<file path="config.mk">
export PLATFORM = sky130hd
export DESIGN_NAME = ctrlport_periph_top
export DESIGN_NICKNAME = d
export VERILOG_FILES = /design/src/hw/ctrlport_pkg.sv /design/src/hw/periph_map_pkg.sv /design/src/hw/ctrlport_periph_top.sv /design/src/hw/unmapped_responder.sv /design/src/hw/timekeeper_regs.sv /design/src/hw/scratch_regs.sv /design/src/hw/ctrlport_splitter.sv
export SDC_FILE = /design/constraint.sdc
export NUM_CORES = 1
export LEC_CHECK = 0
export BUFFER_PORTS_ARGS = -buffer_cell sky130_fd_sc_hd__buf_2
export CAP_MARGIN = 20
export CELL_PAD_IN_SITES_DETAIL_PLACEMENT = 1
export CELL_PAD_IN_SITES_GLOBAL_PLACEMENT = 1
export CORE_MARGIN = 8
export CORE_UTILIZATION = 28
export DETAILED_ROUTE_END_ITERATION = 10
export GPL_TIMING_DRIVEN = 0
export HOLD_SLACK_MARGIN = 0.08
export PLACE_DENSITY = 0.6
export SYNTH_ARGS = -nofsm -noshare
export SYNTH_HDL_FRONTEND = slang
export SYNTH_SLANG_ARGS = --single-unit
export TNS_END_PERCENT = 50
</file>
<file path="constraint.sdc">
create_clock -name ctrlport_clk -period 13.5 [get_ports ctrlport_clk]
set_clock_uncertainty 0.05 [all_clocks]
set_input_delay 2.025 -clock ctrlport_clk [delete_from_list [all_inputs] [get_ports ctrlport_clk]]
set_output_delay 2.025 -clock ctrlport_clk [all_outputs]
set_load 0.03 [all_outputs]
</file>
<file path="src/hw/ctrlport_pkg.sv">
// ----------------------------
// Control-port field widths and response status codes shared by the
// master side, the splitter and every register slave
// ----------------------------

package ctrlport_pkg;

  // ----------------------------
  // Field widths
  // ----------------------------

  // Byte address, 1 MiB window per block
  localparam int ctrlport_addr_w = 20;
  localparam int ctrlport_data_w = 32;
  // Timestamp width used for timed requests and the time counter
  localparam int ctrlport_time_w = 64;
  // One enable per data byte
  localparam int ctrlport_be_w   = ctrlport_data_w / 8;

  // ----------------------------
  // Response status
  // ----------------------------

  // A slave that does not acknowledge drives status zero, which is sts_okay
  typedef enum logic [1:0] {
    sts_okay   = 2'd0,
    sts_cmderr = 2'd1,
    sts_tserr  = 2'd2
  } ctrlport_status_t;

endpackage
</file>
<file path="src/hw/periph_map_pkg.sv">
// ----------------------------
// Address map, register offsets and reset values of the peripheral
// subsystem, plus the range checks that every slave decodes against
// ----------------------------

package periph_map_pkg;
  import ctrlport_pkg::*;

  // Scratch bank occupies scratch_words consecutive 32-bit words
  localparam logic [ctrlport_addr_w-1:0] scratch_base = 20'h000;
  localparam int                         scratch_words = 4;

  // Timekeeper block and its register offsets from time_base
  localparam logic [ctrlport_addr_w-1:0] time_base       = 20'h100;
  localparam logic [ctrlport_addr_w-1:0] time_lo_ofs     = 20'h0;
  localparam logic [ctrlport_addr_w-1:0] time_hi_ofs     = 20'h4;
  localparam logic [ctrlport_addr_w-1:0] time_set_lo_ofs = 20'h8;
  localparam logic [ctrlport_addr_w-1:0] time_set_hi_ofs = 20'hC;

  localparam logic [ctrlport_data_w-1:0] scratch_reset_value = 32'h0000_0000;

  // True when the address falls in the scratch bank
  // The subtraction wraps, so addresses below the base fail the compare
  function automatic logic in_scratch(input logic [ctrlport_addr_w-1:0] addr);
    logic [ctrlport_addr_w-1:0] ofs;
    ofs = addr - scratch_base;
    return ofs < 4 * scratch_words;
  endfunction

  // True when the address falls in the timekeeper register block
  function automatic logic in_time(input logic [ctrlport_addr_w-1:0] addr);
    logic [ctrlport_addr_w-1:0] ofs;
    ofs = addr - time_base;
    return ofs < time_set_hi_ofs + 4;
  endfunction

endpackage

</file>
<file path="src/hw/ctrlport_periph_top.sv">
// ----------------------------
// Peripheral subsystem top: splitter feeding the scratch bank, the
// timekeeper and the unmapped-address responder
// ----------------------------

module ctrlport_periph_top import ctrlport_pkg::*; #(
  parameter int num_slaves = 3
) (
  input  logic                       ctrlport_clk,
  input  logic                       ctrlport_rst,
  input  logic                       req_wr,
  input  logic                       req_rd,
  input  logic [ctrlport_addr_w-1:0] req_addr,
  input  logic [ctrlport_data_w-1:0] req_data,
  input  logic [ctrlport_be_w-1:0]   req_byte_en,
  input  logic                       req_has_time,
  input  logic [ctrlport_time_w-1:0] req_time,
  output logic                       resp_ack,
  output ctrlport_status_t           resp_status,
  output logic [ctrlport_data_w-1:0] resp_data
);

  localparam int sts_w = $bits(ctrlport_status_t);

  // Per-slave buses, slot 0 scratch, 1 timekeeper, 2 unmapped
  logic [num_slaves-1:0]                 m_req_wr;
  logic [num_slaves-1:0]                 m_req_rd;
  logic [ctrlport_addr_w*num_slaves-1:0] m_req_addr;
  logic [ctrlport_data_w*num_slaves-1:0] m_req_data;
  logic [ctrlport_be_w*num_slaves-1:0]   m_req_byte_en;
  logic [num_slaves-1:0]                 m_req_has_time;
  logic [ctrlport_time_w*num_slaves-1:0] m_req_time;
  logic [num_slaves-1:0]                 m_resp_ack;
  logic [sts_w*num_slaves-1:0]           m_resp_status;
  logic [ctrlport_data_w*num_slaves-1:0] m_resp_data;

  ctrlport_splitter #(
    .num_slaves (num_slaves)
  ) splitter_inst (
    .ctrlport_clk   (ctrlport_clk),
    .ctrlport_rst   (ctrlport_rst),
    .s_req_wr       (req_wr),
    .s_req_rd       (req_rd),
    .s_req_addr     (req_addr),
    .s_req_data     (req_data),
    .s_req_byte_en  (req_byte_en),
    .s_req_has_time (req_has_time),
    .s_req_time     (req_time),
    .s_resp_ack     (resp_ack),
    .s_resp_status  (resp_status),
    .s_resp_data    (resp_data),
    .m_req_wr       (m_req_wr),
    .m_req_rd       (m_req_rd),
    .m_req_addr     (m_req_addr),
    .m_req_data     (m_req_data),
    .m_req_byte_en  (m_req_byte_en),
    .m_req_has_time (m_req_has_time),
    .m_req_time     (m_req_time),
    .m_resp_ack     (m_resp_ack),
    .m_resp_status  (m_resp_status),
    .m_resp_data    (m_resp_data)
  );

  scratch_regs scratch_inst (
    .ctrlport_clk (ctrlport_clk),
    .ctrlport_rst (ctrlport_rst),
    .req_wr       (m_req_wr[0]),
    .req_rd       (m_req_rd[0]),
    .req_addr     (m_req_addr[0 +: ctrlport_addr_w]),
    .req_data     (m_req_data[0 +: ctrlport_data_w]),
    .req_byte_en  (m_req_byte_en[0 +: ctrlport_be_w]),
    .resp_ack     (m_resp_ack[0]),
    .resp_status  (m_resp_status[0 +: sts_w]),
    .resp_data    (m_resp_data[0 +: ctrlport_data_w])
  );

  timekeeper_regs timekeeper_inst (
    .ctrlport_clk (ctrlport_clk),
    .ctrlport_rst (ctrlport_rst),
    .req_wr       (m_req_wr[1]),
    .req_rd       (m_req_rd[1]),
    .req_addr     (m_req_addr[ctrlport_addr_w +: ctrlport_addr_w]),
    .req_data     (m_req_data[ctrlport_data_w +: ctrlport_data_w]),
    .req_has_time (m_req_has_time[1]),
    .req_time     (m_req_time[ctrlport_time_w +: ctrlport_time_w]),
    .resp_ack     (m_resp_ack[1]),
    .resp_status  (m_resp_status[sts_w +: sts_w]),
    .resp_data    (m_resp_data[ctrlport_data_w +: ctrlport_data_w])
  );

  unmapped_responder unmapped_inst (
    .ctrlport_clk (ctrlport_clk),
    .ctrlport_rst (ctrlport_rst),
    .req_wr       (m_req_wr[2]),
    .req_rd       (m_req_rd[2]),
    .req_addr     (m_req_addr[2*ctrlport_addr_w +: ctrlport_addr_w]),
    .resp_ack     (m_resp_ack[2]),
    .resp_status  (m_resp_status[2*sts_w +: sts_w]),
    .resp_data    (m_resp_data[2*ctrlport_data_w +: ctrlport_data_w])
  );

endmodule

</file>
<file path="src/hw/unmapped_responder.sv">
// ----------------------------
// Catch-all slave that answers unmapped accesses with a command error
// ----------------------------

module unmapped_responder import ctrlport_pkg::*, periph_map_pkg::*; (
  input  logic                       ctrlport_clk,
  input  logic                       ctrlport_rst,
  input  logic                       req_wr,
  input  logic                       req_rd,
  input  logic [ctrlport_addr_w-1:0] req_addr,
  output logic                       resp_ack,
  output ctrlport_status_t           resp_status,
  output logic [ctrlport_data_w-1:0] resp_data
);

  logic unmapped;

  // Claims exactly the complement of the decoded ranges, so every
  // request gets exactly one answer
  assign unmapped = ~in_scratch(req_addr) & ~in_time(req_addr);

  always_ff @(posedge ctrlport_clk) begin
    if (ctrlport_rst) begin
      resp_ack <= 1'b0;
    end else begin
      resp_ack <= (req_wr | req_rd) & unmapped;
    end
  end

  // Error only while acking, so the idle response stays all zero
  assign resp_status = resp_ack ? sts_cmderr : sts_okay;
  assign resp_data   = '0;

endmodule

</file>
<file path="src/hw/timekeeper_regs.sv">
// ----------------------------
// Timekeeper: free-running 64-bit time counter with read, set and the
// hold logic that delays timed requests until their time arrives
// ----------------------------

module timekeeper_regs import ctrlport_pkg::*, periph_map_pkg::*; (
  input  logic                       ctrlport_clk,
  input  logic                       ctrlport_rst,
  input  logic                       req_wr,
  input  logic                       req_rd,
  input  logic [ctrlport_addr_w-1:0] req_addr,
  input  logic [ctrlport_data_w-1:0] req_data,
  input  logic                       req_has_time,
  input  logic [ctrlport_time_w-1:0] req_time,
  output logic                       resp_ack,
  output ctrlport_status_t           resp_status,
  output logic [ctrlport_data_w-1:0] resp_data
);

  logic [ctrlport_time_w-1:0] time_now;
  logic [ctrlport_data_w-1:0] time_hi_latch;
  logic [ctrlport_data_w-1:0] set_lo_stage;

  // Pending timed request, at most one since the master waits for ack
  logic                       pend_valid;
  logic                       pend_wr;
  logic [ctrlport_addr_w-1:0] pend_ofs;
  logic [ctrlport_data_w-1:0] pend_data;
  logic [ctrlport_time_w-1:0] pend_time;

  logic                       strobe;
  logic                       late;
  logic                       future;
  logic [ctrlport_addr_w-1:0] req_ofs;
  logic                       pend_go;
  logic                       exec_go;
  logic                       exec_wr;
  logic [ctrlport_addr_w-1:0] exec_ofs;
  logic [ctrlport_data_w-1:0] exec_data;

  // ----------------------------
  // Request classification
  // ----------------------------

  // Offset inside the block, aligned down to a word
  assign req_ofs = {req_addr[ctrlport_addr_w-1:2] - time_base[ctrlport_addr_w-1:2], 2'b00};
  assign strobe  = (req_wr | req_rd) & in_time(req_addr);
  // A time equal to the counter runs now, earlier is late, later is held
  assign late    = req_has_time & (req_time < time_now);
  assign future  = req_has_time & (req_time > time_now);

  // The held request fires in the cycle the counter reaches its time
  assign pend_go   = pend_valid & (time_now == pend_time);
  assign exec_go   = pend_go | (strobe & ~late & ~future);
  assign exec_wr   = pend_go ? pend_wr   : req_wr;
  assign exec_ofs  = pend_go ? pend_ofs  : req_ofs;
  assign exec_data = pend_go ? pend_data : req_data;

  // ----------------------------
  // Counter, pending slot and ack
  // ----------------------------

  always_ff @(posedge ctrlport_clk) begin
    if (ctrlport_rst) begin
      time_now   <= '0;
      pend_valid <= 1'b0;
      resp_ack   <= 1'b0;
    end else begin
      // Loading the high word takes the low word from the staging register
      if (exec_go && exec_wr && exec_ofs == time_set_hi_ofs) begin
        time_now <= {exec_data, set_lo_stage};
      end else begin
        time_now <= time_now + 1'b1;
      end
      if (strobe && future) begin
        pend_valid <= 1'b1;
      end else if (pend_go) begin
        pend_valid <= 1'b0;
      end
      // A late request is answered straight away and never executed
      resp_ack <= exec_go | (strobe & late);
    end
  end

  // Captured fields of a held request
  always_ff @(posedge ctrlport_clk) begin
    if (strobe && future) begin
      pend_wr   <= req_wr;
      pend_ofs  <= req_ofs;
      pend_data <= req_data;
      pend_time <= req_time;
    end
  end

  // ----------------------------
  // Register writes and read data
  // ----------------------------

  always_ff @(posedge ctrlport_clk) begin
    if (exec_go && exec_wr && exec_ofs == time_set_lo_ofs) begin
      set_lo_stage <= exec_data;
    end
    // Reading the low word freezes the high word for a coherent 64-bit read
    if (exec_go && !exec_wr && exec_ofs == time_lo_ofs) begin
      time_hi_latch <= time_now[ctrlport_time_w-1:ctrlport_data_w];
    end
  end

  // Status and data stay zero whenever this block does not ack
  always_ff @(posedge ctrlport_clk) begin
    resp_status <= (strobe && late) ? sts_tserr : sts_okay;
    resp_data   <= '0;
    if (exec_go && !exec_wr) begin
      case (exec_ofs)
        time_lo_ofs:     resp_data <= time_now[ctrlport_data_w-1:0];
        time_hi_ofs:     resp_data <= time_hi_latch;
        time_set_lo_ofs: resp_data <= set_lo_stage;
        default:         resp_data <= '0;
      endcase
    end
  end

endmodule

</file>
<file path="src/hw/scratch_regs.sv">
// ----------------------------
// Scratch register bank: read/write words with byte-enable writes
// ----------------------------

module scratch_regs import ctrlport_pkg::*, periph_map_pkg::*; (
  input  logic                       ctrlport_clk,
  input  logic                       ctrlport_rst,
  input  logic                       req_wr,
  input  logic                       req_rd,
  input  logic [ctrlport_addr_w-1:0] req_addr,
  input  logic [ctrlport_data_w-1:0] req_data,
  input  logic [ctrlport_be_w-1:0]   req_byte_en,
  output logic                       resp_ack,
  output ctrlport_status_t           resp_status,
  output logic [ctrlport_data_w-1:0] resp_data
);

  localparam int idx_w = $clog2(scratch_words);

  logic [ctrlport_data_w-1:0] words [scratch_words];
  logic [ctrlport_addr_w-1:0] ofs;
  logic [idx_w-1:0]           idx;
  logic                       hit;

  // Word index from the byte offset, the low two bits select a byte
  assign ofs = req_addr - scratch_base;
  assign idx = ofs[idx_w+1:2];
  assign hit = in_scratch(req_addr);

  // Every access here succeeds, and okay is also the idle value
  assign resp_status = sts_okay;

  // ----------------------------
  // Register bank and ack
  // ----------------------------

  always_ff @(posedge ctrlport_clk) begin
    if (ctrlport_rst) begin
      resp_ack <= 1'b0;
      for (int w = 0; w < scratch_words; w++) begin
        words[w] <= scratch_reset_value;
      end
    end else begin
      // Timed requests are served at once, the time field is not looked at
      resp_ack <= (req_wr | req_rd) & hit;
      if (req_wr && hit) begin
        for (int b = 0; b < ctrlport_be_w; b++) begin
          if (req_byte_en[b]) begin
            words[idx][8*b +: 8] <= req_data[8*b +: 8];
          end
        end
      end
    end
  end

  // Read data stays zero unless this bank answers a read
  always_ff @(posedge ctrlport_clk) begin
    if (req_rd && hit) begin
      resp_data <= words[idx];
    end else begin
      resp_data <= '0;
    end
  end

endmodule

</file>
<file path="src/hw/ctrlport_splitter.sv">
// ----------------------------
// Control-port splitter: fans one request out to every slave and merges
// the slave responses into one registered response
// ----------------------------

module ctrlport_splitter import ctrlport_pkg::*; #(
  parameter int num_slaves = 2
) (
  input  logic                                      ctrlport_clk,
  input  logic                                      ctrlport_rst,

  // Request from the single master
  input  logic                                      s_req_wr,
  input  logic                                      s_req_rd,
  input  logic [ctrlport_addr_w-1:0]                s_req_addr,
  input  logic [ctrlport_data_w-1:0]                s_req_data,
  input  logic [ctrlport_be_w-1:0]                  s_req_byte_en,
  input  logic                                      s_req_has_time,
  input  logic [ctrlport_time_w-1:0]                s_req_time,
  output logic                                      s_resp_ack,
  output ctrlport_status_t                          s_resp_status,
  output logic [ctrlport_data_w-1:0]                s_resp_data,

  // Packed per-slave buses, slave i sits at slice i
  output logic [num_slaves-1:0]                     m_req_wr,
  output logic [num_slaves-1:0]                     m_req_rd,
  output logic [ctrlport_addr_w*num_slaves-1:0]     m_req_addr,
  output logic [ctrlport_data_w*num_slaves-1:0]     m_req_data,
  output logic [ctrlport_be_w*num_slaves-1:0]       m_req_byte_en,
  output logic [num_slaves-1:0]                     m_req_has_time,
  output logic [ctrlport_time_w*num_slaves-1:0]     m_req_time,
  input  logic [num_slaves-1:0]                     m_resp_ack,
  input  logic [$bits(ctrlport_status_t)*num_slaves-1:0] m_resp_status,
  input  logic [ctrlport_data_w*num_slaves-1:0]     m_resp_data
);

  localparam int sts_w = $bits(ctrlport_status_t);

  logic                       merged_ack;
  logic [sts_w-1:0]           merged_status;
  logic [ctrlport_data_w-1:0] merged_data;

  // ----------------------------
  // Request fan-out
  // ----------------------------

  // Every slave sees the same request and decodes its own range
  for (genvar i = 0; i < num_slaves; i++) begin : gen_fanout
    assign m_req_wr[i]                                  = s_req_wr;
    assign m_req_rd[i]                                  = s_req_rd;
    assign m_req_addr[ctrlport_addr_w*i +: ctrlport_addr_w] = s_req_addr;
    assign m_req_data[ctrlport_data_w*i +: ctrlport_data_w] = s_req_data;
    assign m_req_byte_en[ctrlport_be_w*i +: ctrlport_be_w]  = s_req_byte_en;
    assign m_req_has_time[i]                            = s_req_has_time;
    assign m_req_time[ctrlport_time_w*i +: ctrlport_time_w] = s_req_time;
  end

  // ----------------------------
  // Response merge
  // ----------------------------

  // Only one slave acks a request, so masking by ack and OR-ing is lossless
  always_comb begin
    merged_ack    = 1'b0;
    merged_status = '0;
    merged_data   = '0;
    for (int s = 0; s < num_slaves; s++) begin
      merged_ack    = merged_ack | m_resp_ack[s];
      merged_status = merged_status |
                      (m_resp_status[sts_w*s +: sts_w] & {sts_w{m_resp_ack[s]}});
      merged_data   = merged_data |
                      (m_resp_data[ctrlport_data_w*s +: ctrlport_data_w] &
                       {ctrlport_data_w{m_resp_ack[s]}});
    end
  end

  // The register cuts the combinational path back to the master
  always_ff @(posedge ctrlport_clk) begin
    if (ctrlport_rst) begin
      s_resp_ack <= 1'b0;
    end else begin
      s_resp_ack <= merged_ack;
    end
  end

  // Status and data are qualified by ack at the master, so they carry no reset
  always_ff @(posedge ctrlport_clk) begin
    s_resp_status <= ctrlport_status_t'(merged_status);
    s_resp_data   <= merged_data;
  end

endmodule

</file>
==> impl_metrics.ini <==
[floorplan]
die_y_um = 292
start_util_pct = 28.2
fp.coreArea_um2 = 75800
die_area_um2 = 85400
ioPinCount = 160
num_rows = 101
die_x_um = 292

[routing]
wl_per_cell_um = 25.6
vias = 15216
wl_um = 75800
drtIter0Drc = 1314
route.detailed.drc = 0
ant_nets = 0
vias_per_cell = 5.15
first_pass_iters = 9

[critical_path]
cpMaxStageDelayCell = nor2b_4
regToRegSetupSlack_ns = 7.91
rr_endpoint = timekeeper_inst.pend_time[30]$_DFFE_PP_
path_buf_inv = 7
critPathKind = in2reg
r2r.worst_path.cells = 13
worst_path_largest_cell_delay_ns = 0.77
cp_data_required_time_ns = 13.75
r2r_start = timekeeper_inst.time_now[51]$_SDFF_PP0_
critical_path.cell_chain = buf_2, clkbuf_1, inv_1, ha_1, clkbuf_1, nor4b_2, xor2_1, nor3_1, or4b_4, nor2_4, o21ai_0, nor2b_4, buf_12, buf_16, buf_12
cp_top_family = simple AND/OR/NAND/NOR gates
end_kind = flop
crit_path_start_kind = primary input
worstPathArrival_ns = 6.65
cp_max_fo = 28

[placement]
port_buffers = 156
numPlacedInstances = 2853
dpl.hpwl_um = 58600
gp_congestion = 0.864
placed_cell_area_um2 = 23600

[timing]
period_share_pct = 47.4
fmax_mhz = 156
relSlewSlack_pct = 24.8
finalSetupViolations = 0
rsz0062_at_grt = no
hold-worst-slack_ns = 0.373
tightest_slew_ns = 1.12
slew_viol_final = 0
hold_viol = 0
period_needed_ns = 6.40

[logic_synthesis]
synth_warnings = 0
yosysMostFrequentCell = edfxtp_1
synth.top_cell.area_share_pct = 43.1
ys.flop_type = edfxtp_1
syn_avg_cell_area_um2 = 12.5
synth_top_cells_by_count = edfxtp_1 (307), dfxtp_1 (168), xnor2_1 (132)
synth_area_um2 = 21400
synth_edf_count = 307
yosysTopAreaCell = edfxtp_1
synth_cells = 1709
synth_area_leaders = edfxtp_1 (43%), dfxtp_1 (16%), xnor2_1 (5.4%)
yosysUniqueCellTypes = 69
synthArstFlopShare_pct = 0
syn_nets = 1903
seq_area_frac_synth_pct = 58.9
ys_ff_latch = 475

[finish]
fin_area_um2 = 25400
regArea_um2 = 12600
multiInputGateArea_um2 = 8070
stdcell_count = 2956
fillers = 8220
nets = 2124
syn2layout_area_growth_pct = 18.8
drive_gt1_share_pct = 19.0
utilization_pct = 33.5

[min_path]
min-delay-start = unmapped_inst.resp_ack$_SDFF_PP0_
worstHoldPathType = reg2reg
hold_depth = 0
hold_end = splitter_inst.s_resp_status[0]$_DFF_P_

[clock_network]
clock_latency_ns = 0.62
clock-sinks = 475
cts_resized = 0
tritoncts = yes
numCtsBuffers = 53
cts_hold_repair.buffers = 0
h-tree-depth = 2
cts_buffer_depth = 3
root_buffer = clkbuf_16
post_cts_buffers = 0
cts.clk_slew.worst_paths_ns = 0.06

[global_route]
antenna_found_initial = 12
grt_max_degree = 31
grt_pass1_vias = 16301
grt_usage_pct = 17.2
grt_first_pass_wirelength_um = 110000
grt_overflow = 0

[power_and_ir_drop]
power_mw = 3.23
intPower_mw = 2.51
clkPwrFrac_pct = 47.1
p_leak_nw = 8.78
p_comb_share_pct = 4.3
pwr-share-seq_pct = 48.6
p_per_area_nw_per_um2 = 127
vdd_drop_max_mv = 0.0875
switching_share_pct = 22.2
p_sw_mw = 0.717

[outcome]
status = complete, no violations

[job]
maxCapViolations = 0
## worst register-to-register path, cell delays in order (launching register included)
cell and delay (ns):
dfxtp_1 0.32, clkbuf_1 0.31, inv_1 0.17, ha_1 0.35, nand4_1 0.14, or4_1 0.67, nor3_1 0.68, o311a_1 0.39
nor3_1 0.13, a21oi_1 0.49, nor2b_4 0.85, buf_12 0.29, buf_16 0.21, buf_12 0.21
## routing by layer
metal	wire length (um)	GRT usage, %	part of all wire, %
met1	31200	21.1	41
met2	38500	30.9	51
met3	3810	2.79	5.0
met4	2260	5.05	3.0
met5	54	0	0.071
## stage by stage
stage,worst slack [ns],setup TNS [ns]
after CTS,7.12,0
final,7.10,0
after global placement,-0.591,-66.51
after global routing,6.76,0
after detailed placement,6.50,0
after floorplan,3.49,0
## cell type report
type / instances / share of cell area, %
Buffer: 91 / 1.61
Clock inverter: 28 / 1.27
Clock buffer: 72 / 5.91
Sequential cell: 475 / 49.6
Antenna cell: 3 / 0.0296
Tap cell: 978 / 4.82
Inverter: 91 / 1.35
Multi-Input combinational cell: 1052 / 31.8
Timing Repair Buffer: 166 / 3.68
## layout by cell type (no fill, tap or decap), types with 55 or more instances in the layout
cell type | Yosys | routed
a21oi_1 | 57 | 57
nor2_1 | 94 | 93
ha_1 | 69 | 69
nand2_1 | 74 | 74
clkbuf_16 | 0 | 55
buf_2 | 6 | 164
and3_1 | 56 | 56
dfxtp_1 | 168 | 168
clkbuf_1 | 66 | 77
xnor2_1 | 132 | 132
inv_1 | 90 | 90
edfxtp_1 | 307 | 307
## sequential cells by signal, summed over array words and instances (netlist names), 18 cells and up
| signal | cells |
|---|---|
| timekeeper_inst.resp_data | 32 |
| timekeeper_inst.pend_data | 32 |
| scratch_inst.resp_data | 32 |
| timekeeper_inst.pend_ofs | 18 |
| timekeeper_inst.time_now | 64 |
| splitter_inst.s_resp_data | 32 |
| scratch_inst.words | 128 |
| timekeeper_inst.pend_time | 64 |
| timekeeper_inst.time_hi_latch | 32 |
| timekeeper_inst.set_lo_stage | 32 |
## worst max path at each step
stage / start / endpoint / depth (start not counted)
CTS: req_addr[8] / timekeeper_inst.pend_time[31]$_DFFE_PP_ / 15
floorplan: req_addr[8] / timekeeper_inst.pend_data[0]$_DFFE_PP_ / 11
detailed placement: req_addr[8] / timekeeper_inst.pend_time[1]$_DFFE_PP_ / 15
global placement: req_addr[8] / timekeeper_inst.pend_time[1]$_DFFE_PP_ / 12
finish: req_addr[8] / timekeeper_inst.pend_time[30]$_DFFE_PP_ / 15
global route: req_addr[8] / timekeeper_inst.pend_time[1]$_DFFE_PP_ / 15
## power by group through the flow
stage	Clock [mW]	Sequential, mW	Combinational [mW]
2_1_floorplan	0	1.60	0.0706
3_3_place_gp	0	1.60	0.138
3_5_place_dp	0	1.60	0.142
4_1_cts	1.55	1.57	0.142
5_1_grt	1.60	1.57	0.152
6_report	1.52	1.57	0.140
## logic make-up after synthesis
logic type               synth area share, %
XOR/XNOR                                5.61
buffers and inverters                   3.51
multiplexers                            5.27
flip-flops                              58.9
AO/OA/AOI/OAI                           9.75
adder cells (fa/ha/maj)                 4.04
AND/OR/NAND/NOR                         12.9
No activity file was read; power rests on OpenSTA's default activity.
